<file path="src/rtl/mul_consts.svh">
`ifndef MUL_CONSTS_SVH
`define MUL_CONSTS_SVH

// Operand width of a and b
`define MUL_W 16

// Multiplier bits consumed by each stage
`define MUL_SLICE 4

// MUL_W / MUL_SLICE
`define MUL_STAGES 4

// Request tag width
`define MUL_TAG_W 4

`endif
</file>
<file path="src/rtl/mul_pkg.sv">
`include "mul_consts.svh"

package mul_pkg;

  typedef enum logic [1:0] {
    MUL_LO = 2'd0,
    MUL_HI = 2'd1
  } mul_op_e;

  // Fill level of the issue buffer
  typedef enum logic [1:0] {
    ISS_EMPTY = 2'd0,
    ISS_ONE   = 2'd1,
    ISS_TWO   = 2'd2
  } issue_state_e;

  typedef struct packed {
    mul_op_e                op;
    logic [`MUL_TAG_W-1:0]  tag;
    logic [`MUL_W-1:0]      a;
    logic [`MUL_W-1:0]      b;
  } mul_req_t;

  // Shift-and-add state carried from stage to stage
  typedef struct packed {
    mul_op_e                op;
    logic [`MUL_TAG_W-1:0]  tag;
    logic [2*`MUL_W-1:0]    a_sh;
    logic [`MUL_W-1:0]      b_rem;
    logic [2*`MUL_W-1:0]    acc;
  } mul_tok_t;

  typedef struct packed {
    mul_op_e                op;
    logic [`MUL_TAG_W-1:0]  tag;
    logic [`MUL_W-1:0]      result;
  } mul_rsp_t;

endpackage

</file>
<file path="src/rtl/mul_pipe_top.sv">
`timescale 1ns/1ps
`include "mul_consts.svh"

module mul_pipe_top
  import mul_pkg::*;
(
  input  logic     clk,
  input  logic     rst_n,
  input  logic     flush_i,
  input  logic     cancel_i,
  input  logic     req_valid_i,
  input  mul_req_t req_i,
  output logic     req_ready_o,
  output logic     res_valid_o,
  output mul_rsp_t res_o,
  input  logic     res_ready_i
);

  // Link k feeds stage k; the last link feeds the retire unit
  logic     link_valid [`MUL_STAGES+1];
  logic     link_ready [`MUL_STAGES+1];
  mul_tok_t link_tok   [`MUL_STAGES+1];
  logic     iss_bubble;

  mul_issue i_issue (
    .clk         (clk),
    .rst_n       (rst_n),
    .flush_i     (flush_i),
    .cancel_i    (cancel_i),
    .req_valid_i (req_valid_i),
    .req_i       (req_i),
    .req_ready_o (req_ready_o),
    .tok_valid_o (link_valid[0]),
    .tok_bubble_o(iss_bubble),
    .tok_o       (link_tok[0]),
    .tok_ready_i (link_ready[0])
  );

  for (genvar k = 0; k < `MUL_STAGES; k++) begin : g_stage
    logic bubble;

    // Only stage 0 sees cancelled entries
    if (k == 0) begin : g_head
      assign bubble = iss_bubble;
    end else begin : g_tail
      assign bubble = 1'b0;
    end

    mul_stage i_stage (
      .clk     (clk),
      .rst_n   (rst_n),
      .flush_i (flush_i),
      .bubble_i(bubble),
      .valid_i (link_valid[k]),
      .tok_i   (link_tok[k]),
      .ready_o (link_ready[k]),
      .valid_o (link_valid[k+1]),
      .tok_o   (link_tok[k+1]),
      .ready_i (link_ready[k+1])
    );
  end

  mul_retire i_retire (
    .clk        (clk),
    .rst_n      (rst_n),
    .valid_i    (link_valid[`MUL_STAGES]),
    .tok_i      (link_tok[`MUL_STAGES]),
    .ready_o    (link_ready[`MUL_STAGES]),
    .res_valid_o(res_valid_o),
    .res_o      (res_o),
    .res_ready_i(res_ready_i)
  );

endmodule

</file>
<file path="src/rtl/mul_retire.sv">
`timescale 1ns/1ps
`include "mul_consts.svh"

module mul_retire
  import mul_pkg::*;
(
  input  logic     clk,
  input  logic     rst_n,
  input  logic     valid_i,
  input  mul_tok_t tok_i,
  output logic     ready_o,
  output logic     res_valid_o,
  output mul_rsp_t res_o,
  input  logic     res_ready_i
);

  logic              valid_q;
  mul_rsp_t          rsp_q;
  logic              load;
  logic [`MUL_W-1:0] half;

  assign ready_o = !valid_q || res_ready_i;
  assign load    = valid_i && ready_o;

  always_comb begin
    case (tok_i.op)
      MUL_HI:  half = tok_i.acc[2*`MUL_W-1:`MUL_W];
      default: half = tok_i.acc[`MUL_W-1:0];
    endcase
  end

  always_ff @(posedge clk) begin
    if (!rst_n) begin
      valid_q <= 1'b0;
    end else if (load) begin
      valid_q <= 1'b1;
    end else if (res_ready_i) begin
      valid_q <= 1'b0;
    end
  end

  always_ff @(posedge clk) begin
    if (load) begin
      rsp_q.op     <= tok_i.op;
      rsp_q.tag    <= tok_i.tag;
      rsp_q.result <= half;
    end
  end

  assign res_valid_o = valid_q;
  assign res_o       = rsp_q;

endmodule

</file>
<file path="src/rtl/mul_stage.sv">
`timescale 1ns/1ps
`include "mul_consts.svh"

module mul_stage
  import mul_pkg::*;
(
  input  logic     clk,
  input  logic     rst_n,
  input  logic     flush_i,
  input  logic     bubble_i,
  input  logic     valid_i,
  input  mul_tok_t tok_i,
  output logic     ready_o,
  output logic     valid_o,
  output mul_tok_t tok_o,
  input  logic     ready_i
);

  logic                  advance;
  mul_tok_t              tok_q;
  logic [`MUL_SLICE-1:0] slice;
  logic [2*`MUL_W-1:0]   part;

  pipe_stage_ctrl i_ctrl (
    .clk      (clk),
    .rst_n    (rst_n),
    .valid_i  (valid_i),
    .ready_i  (ready_i),
    .flush_i  (flush_i),
    .bubble_i (bubble_i),
    .valid_o  (valid_o),
    .advance_o(advance),
    .flush_o  (),
    .bubble_o (),
    .accept_o (ready_o)
  );

  // Low slice of the remaining multiplier selects this stage's partial product
  assign slice = tok_i.b_rem[`MUL_SLICE-1:0];
  assign part  = tok_i.a_sh * {{(2*`MUL_W-`MUL_SLICE){1'b0}}, slice};

  always_ff @(posedge clk) begin
    if (advance) begin
      tok_q.op    <= tok_i.op;
      tok_q.tag   <= tok_i.tag;
      tok_q.acc   <= tok_i.acc + part;
      tok_q.a_sh  <= tok_i.a_sh << `MUL_SLICE;
      tok_q.b_rem <= tok_i.b_rem >> `MUL_SLICE;
    end
  end

  assign tok_o = tok_q;

endmodule

</file>
<file path="src/rtl/mul_issue.sv">
`timescale 1ns/1ps
`include "mul_consts.svh"

module mul_issue
  import mul_pkg::*;
(
  input  logic     clk,
  input  logic     rst_n,
  input  logic     flush_i,
  input  logic     cancel_i,
  input  logic     req_valid_i,
  input  mul_req_t req_i,
  output logic     req_ready_o,
  output logic     tok_valid_o,
  output logic     tok_bubble_o,
  output mul_tok_t tok_o,
  input  logic     tok_ready_i
);

  issue_state_e state_q;
  mul_req_t     ent_q [2];
  logic [1:0]   cxl_q;
  logic         rd_ptr_q;
  logic         wr_ptr_q;
  logic         head_fresh_q;
  logic         push;
  logic         pop;
  mul_req_t     head;

  assign head = ent_q[rd_ptr_q];

  // A head written on the last edge waits one cycle before it is offered
  assign tok_valid_o  = (state_q != ISS_EMPTY) && !head_fresh_q;
  assign tok_bubble_o = tok_valid_o && (cxl_q[rd_ptr_q] || cancel_i);
  assign pop          = tok_valid_o && tok_ready_i;
  assign req_ready_o  = (state_q != ISS_TWO) || pop;
  assign push         = req_valid_i && req_ready_o;

  // Starting token: nothing accumulated, full multiplier still to use
  always_comb begin
    tok_o       = '0;
    tok_o.op    = head.op;
    tok_o.tag   = head.tag;
    tok_o.a_sh  = {{`MUL_W{1'b0}}, head.a};
    tok_o.b_rem = head.b;
  end

  always_ff @(posedge clk) begin
    if (push) begin
      ent_q[wr_ptr_q] <= req_i;
    end
  end

  always_ff @(posedge clk) begin
    if (!rst_n || flush_i) begin
      state_q      <= ISS_EMPTY;
      rd_ptr_q     <= 1'b0;
      wr_ptr_q     <= 1'b0;
      cxl_q        <= 2'b00;
      head_fresh_q <= 1'b0;
    end else begin
      if (push) begin
        wr_ptr_q        <= !wr_ptr_q;
        cxl_q[wr_ptr_q] <= 1'b0;
      end
      // A popping head under cancel already left as a bubble
      if (pop) begin
        rd_ptr_q <= !rd_ptr_q;
      end else if (cancel_i && state_q != ISS_EMPTY) begin
        cxl_q[rd_ptr_q] <= 1'b1;
      end
      case ({push, pop})
        2'b10:   state_q <= (state_q == ISS_EMPTY) ? ISS_ONE : ISS_TWO;
        2'b01:   state_q <= (state_q == ISS_TWO) ? ISS_ONE : ISS_EMPTY;
        default: state_q <= state_q;
      endcase
      // New entry becomes head right away only when nothing is ahead of it
      head_fresh_q <= push && (state_q == ISS_EMPTY || (state_q == ISS_ONE && pop));
    end
  end

endmodule

</file>
<file path="src/rtl/pipe_stage_ctrl.sv">
`timescale 1ns/1ps

module pipe_stage_ctrl (
  input  logic clk,
  input  logic rst_n,
  input  logic valid_i,
  input  logic ready_i,
  input  logic flush_i,
  input  logic bubble_i,
  output logic valid_o,
  output logic advance_o,
  output logic flush_o,
  output logic bubble_o,
  output logic accept_o
);

  logic valid_q;
  logic can_accept;

  // Stage is free, or its contents leave this cycle
  assign can_accept = !valid_q || ready_i;

  // Flush wins over bubble, bubble wins over advance
  assign flush_o   = flush_i;
  assign bubble_o  = !flush_i && bubble_i && can_accept;
  assign advance_o = !flush_i && !bubble_i && valid_i && can_accept;

  always_ff @(posedge clk) begin
    if (!rst_n) begin
      valid_q <= 1'b0;
    end else if (flush_o || bubble_o) begin
      valid_q <= 1'b0;
    end else if (advance_o) begin
      valid_q <= 1'b1;
    end else if (can_accept) begin
      valid_q <= 1'b0;
    end
  end

  assign valid_o  = valid_q;
  assign accept_o = can_accept;

endmodule

</file>
<file path="config.mk">
export PLATFORM = sky130hd
export DESIGN_NAME = mul_pipe_top
export DESIGN_NICKNAME = d
export VERILOG_FILES = /design/src/rtl/mul_pkg.sv /design/src/rtl/mul_pipe_top.sv /design/src/rtl/mul_retire.sv /design/src/rtl/mul_stage.sv /design/src/rtl/mul_issue.sv /design/src/rtl/pipe_stage_ctrl.sv
export VERILOG_INCLUDE_DIRS = /design/src /design/src/rtl
export SDC_FILE = /design/constraint.sdc
export NUM_CORES = 1
export LEC_CHECK = 0
export ABC_AREA = 1
export BUFFER_PORTS_ARGS = -buffer_cell sky130_fd_sc_hd__buf_2
export CORE_ASPECT_RATIO = 0.9
export CORE_MARGIN = 1.5
export CORE_UTILIZATION = 50
export DETAILED_ROUTE_END_ITERATION = 10
export PLACE_DENSITY = 0.68
export RECOVER_POWER = 25
export SETUP_SLACK_MARGIN = 0.1
export SLEW_MARGIN = 0
export SYNTH_ARGS = -nofsm -noshare
export SYNTH_HDL_FRONTEND = slang
export SYNTH_HIERARCHICAL = 1
export SYNTH_SLANG_ARGS = --single-unit
</file>
<file path="constraint.sdc">
create_clock -name clk -period 15.4 [get_ports clk]
set_input_delay 0.77 -clock clk [delete_from_list [all_inputs] [get_ports clk]]
set_output_delay 0.77 -clock clk [all_outputs]
set_load 0.01 [all_outputs]
</file>
## Word-level counts from Yosys, hierarchy flattened

Memory sizes are Yosys's and may differ from the RTL's. A register that Yosys moved wholly into a read port is not among the register bits.
Index checks and enable logic that the tools add are counted.

| word-level totals | value |
|---|---|
| register bits | 258 |
| latch bits | 0 |
| memory bits (writable) | 76 |
| memory bits (read-only) | 0 |
| output and inout port bits | 24 |
| word-level logic and storage cells | 133 |
| memories | 1 |

Memories:

| memory | depth | bits a word | read ports | clocked after memory_dff | write ports | line | RTL |
|---|---|---|---|---|---|---|---|
| i_issue.ent_q | 2 | 38 | 1 | 1 | 1 | mul_issue.sv:21 | `mul_req_t ent_q [2];` |

| cells by class | value |
|---|---|
| add/sub/neg operators | 3 |
| multipliers | 4 |
| div/mod/pow operators | 0 |
| $lt $le $gt $ge | 4 |
| eq/ne operators | 6 |
| shift operators | 0 |
| mux-type cells | 28 |
| bitwise operators | 4 |
| reductions and logical operators | 52 |

Operators with widths:

| cell | count |
|---|---|
| 32-bit adder | 3 |
| 16-bit by 4-bit multiplier with 20-bit output | 4 |
| 1-bit logical AND | 21 |
| 1-bit 2-to-1 mux | 19 |
| 16-bit 2-to-1 mux | 1 |
| 2-bit nonzero test | 7 |
| 1-bit zero test | 11 |
| 1-bit logical OR | 10 |
| 2-bit 2-to-1 mux | 5 |
| 2-bit by 1-bit equality test with 1-bit output (second input constant) | 3 |
| 2-bit equality test (second input constant) | 2 |
| 1-bit by 2-bit less-than comparator with 1-bit output (second input constant) | 2 |
| 2-bit case mux with 2 select lines | 1 |
| 2-bit OR reduction | 2 |
| 2-bit bitwise AND | 1 |
| 1-bit demux with 1-bit select | 2 |
| 1-bit greater-or-equal comparator (second input constant) | 2 |
| 2-bit zero test | 1 |
| 2-bit != test (second input constant) | 1 |
| 2-bit inverter | 1 |
| 2-bit OR | 1 |
| 1-bit inverter | 1 |

## Depth between registers and ports, before layout

| logic depth | value |
|---|---|
| word-level depth | 14 |
| mapped depth | 23 |

## Cells and area by module

Netlist, hierarchy kept.

By module, submodules not included:

| module | times used | cells each | area each (um^2) | seq. area each (um^2) |
|---|---|---|---|---|
| mul_stage (g_stage[0].i_stage) | 1 | 1036 | 7945.1 | 2342.2 |
| mul_stage (g_stage[3].i_stage) | 1 | 1043 | 7918.8 | 2342.2 |
| mul_stage (g_stage[1].i_stage) | 1 | 1036 | 7912.6 | 2342.2 |
| mul_stage (g_stage[2].i_stage) | 1 | 1036 | 7908.8 | 2342.2 |
| mul_issue | 1 | 225 | 3520.9 | 2442.3 |
| mul_retire | 1 | 83 | 925.9 | 680.7 |
| pipe_stage_ctrl | 4 | 18 | 91.3 | 20.0 |
| mul_pipe_top | 1 | 1 | 3.8 | 0.0 |

## Worst setup path before layout

No wires, ideal clock.

| timing | value |
|---|---|
| kind | in2reg |
| start point | input port res_ready_i |
| end point | register g_stage[0].i_stage.tok_q (netlist bit g_stage[0].i_stage/tok_o[0]) (enable) |
| library setup time | 0.516 ns |
| arrival time | 4.500 ns |
| slack | 10.384 ns |
| cell stages on the path | 10 |
| path buffers | 0 |
| cell sequence | inv_1 -> nand2_1 -> inv_1 -> nand2_2 -> inv_1 -> nand2_2 -> inv_1 -> nand2_2 -> nor2_1 -> nor2_1 |

RTL lines:

| what | line | RTL |
|---|---|---|
| from (decl) | mul_pipe_top.sv:16 | `input logic res_ready_i` |
| to (decl) | mul_stage.sv:20 | `mul_tok_t tok_q;` |

==> results.sh <==
export IMPL_status="finished clean"
export IMPL_dpl_hpwl_microns=61500
export IMPL_portBuffers=67
export IMPL_ir_drop_uv=99.7
export IMPL_path_clk_slew_ps=60
export IMPL_clock_fmax_mhz=201
export IMPL_die_area_sq_um=71100
export IMPL_cts_htree_levels=2
export IMPL_area_growth_pct=7.27
export IMPL_ios=68
export IMPL_synthCells=4451
export IMPL_root_buffer="clkbuf_16"
export IMPL_dr_pass1_iters=5
export IMPL_clockBufferDepth=3
export IMPL_ant_nets=0
export IMPL_fillerInstances=6491
export IMPL_drtIter0Drc=1240
export IMPL_fin_nets=5044
export IMPL_setup_violations=0
export IMPL_synth_area_sq_um=34700
export IMPL_worstSetupPathType="flop to flop"
export IMPL_n_antenna_cell=0
export IMPL_core_sq_um=68700
export IMPL_yosysWarnings=6
export IMPL_hold_slack_ps=376
export IMPL_drc=0
export IMPL_grt_pass1_wl_microns=128000
export IMPL_globalplace_congestion=0.894
export IMPL_hold_violations=0
export IMPL_rsz0062_at_grt="no"
export IMPL_min_path_type="input port to flop"
export IMPL_antenna_found_initial=0
export IMPL_maxCapViolations=0
export IMPL_r2r_setup_slack_ps=10430
export IMPL_cts_tree="yes"
export IMPL_clk_latency_ps=590
export IMPL_period_minus_slack_ps=4970
export IMPL_vias=25300
export IMPL_tightest_slew_ps=1280
export IMPL_via_per_inst=4.62
export IMPL_start_util_pct=50.6
export IMPL_grt_use_total_pct=22.4
export IMPL_drive_gt1_share_pct=5.54
export IMPL_routedWlPerCell_microns=13.7
export IMPL_slew_violations=0
export IMPL_finalSetupTns_ps=0
export IMPL_syn_avg_cell_area_sq_um=7.81
export IMPL_critical_path_startpoint_type="flop"
export IMPL_worstSetupEndpointType="flop"
export IMPL_rows=91
export IMPL_grt_start_max_net_pins=79
export IMPL_cts_sinks=371
export IMPL_fp_dieH_microns=253
export IMPL_timing_critical_path_to="g_stage[0].i_stage/tok_o[19]"
export IMPL_leakage_uw=0.0219
export IMPL_power_density_nw_per_um2=119
export IMPL_r2r_cells=19
export IMPL_slew_headroom_pct=14.8
export IMPL_postCtsResizedCells=0
export IMPL_numCtsBuffers=41
export IMPL_required_ps=15740
export IMPL_r2r_end="g_stage[0].i_stage/tok_o[19]"
export IMPL_skew_ps=17.2
export IMPL_cts_hold_buf=0
export IMPL_overflow=0
export IMPL_first_global_vias=26000
export IMPL_cp_max_fo=38
export IMPL_arrival_ps=5310
export IMPL_finalCritPeriodShare_pct=32.2
export IMPL_routed_wl_microns=75300
export IMPL_die_x_microns=281
export IMPL_post_cts_buffers=0
-- report_power, final --
part,internal [uW],switching (uW)
combinational,744,1400
clock,589,434
sequential,1250,29.1
-- metrics by stage --
stage               power, uW  util [%]  cell area [sq um]  worst slack, ps  instances
floorplan                2940         -              35000            10380       4512
global placement         3300      52.3              35900            10520       5402
detailed placement       3330      52.3              35900            10460       5402
CTS                      4360      54.3              37300            10440       5478
global route             4850      54.3              37300            10040       5478
finish                   4450      54.3              37300            10430       5478
-- cells in the final DEF, fill, tap and decap left out, types with 9 or more instances in the layout --
cell type and count:
a21oi_1 85, buf_2 52, buf_4 10, clkbuf_1 23, clkbuf_16 41, clkinv_2 9, conb_1 66, dfxtp_1 12
edfxtp_1 358, fa_1 344, ha_1 141, inv_1 1391, mux2_2 39, nand2_1 1414, nand2_2 39, nand3_1 142
nand4_1 17, nor2_1 186, nor2_2 20, nor3_1 11, o21ai_0 9, o21bai_1 9, xor2_1 59
-- critical path: stages, from the launching register on --
cell,delay (ps)
dfxtp_2,980
mux2_2,740
nand2_1,130
inv_1,110
fa_1,440
fa_1,550
inv_1,50
fa_1,520
inv_1,50
ha_1,350
nand2_1,120
nand2_1,60
nand2_1,100
nand3_2,110
nand2_1,90
nand2_2,90
nand2_1,90
nand2_1,50
nand2_1,50
nand2_1,40
-- flip-flops by register name, indices dropped and copies added (netlist names), named ones only --
register                        cells
i_issue/cxl_q                       2
i_issue/head_fresh_q                1
i_issue/ent_q                      76
i_issue/state_q                     2
i_issue/wr_ptr_q                    1
i_issue/rd_ptr_q                    1
g_stage.i_stage/tok_o             260
i_retire/res_o                     22
g_stage.i_stage/i_ctrl/valid_o      4
i_retire/res_valid_o                1
-- worst min path at each step --
stage	startpoint	end	slack, ps	cells after the start
global placement	g_stage[0].i_stage/tok_o[37]	g_stage[1].i_stage/tok_o[33]	400	0
floorplan	g_stage[0].i_stage/tok_o[36]	g_stage[1].i_stage/tok_o[32]	400	0
CTS	req_i[13]	i_issue/ent_q[1][13]	340	1
finish	req_i[1]	i_issue/ent_q[1][1]	380	1
global route	req_i[9]	i_issue/ent_q[0][9]	360	1
detailed placement	g_stage[0].i_stage/tok_o[38]	g_stage[1].i_stage/tok_o[34]	400	0
-- routing by layer --
metal	part of all wire, %	track usage, %	up-vias
met2	49	40.0	455
li1	-	-	12900
met4	3.5	7.64	0
met5	0	0	-
met3	3.8	2.33	123
met1	44	28.3	11800
-- cell type report --
class / count / area (sq um) / share of cell area (%)
clock buffer: 52 / 1110 / 2.97
multi-input combinational: 2628 / 18000 / 48.4
inverter: 1395 / 5240 / 14.1
sequential: 371 / 11000 / 29.5
timing repair buffer: 78 / 395 / 1.06
clock inverter: 24 / 307 / 0.823
tap: 930 / 1160 / 3.12
Power figures use the tool's default switching activity.
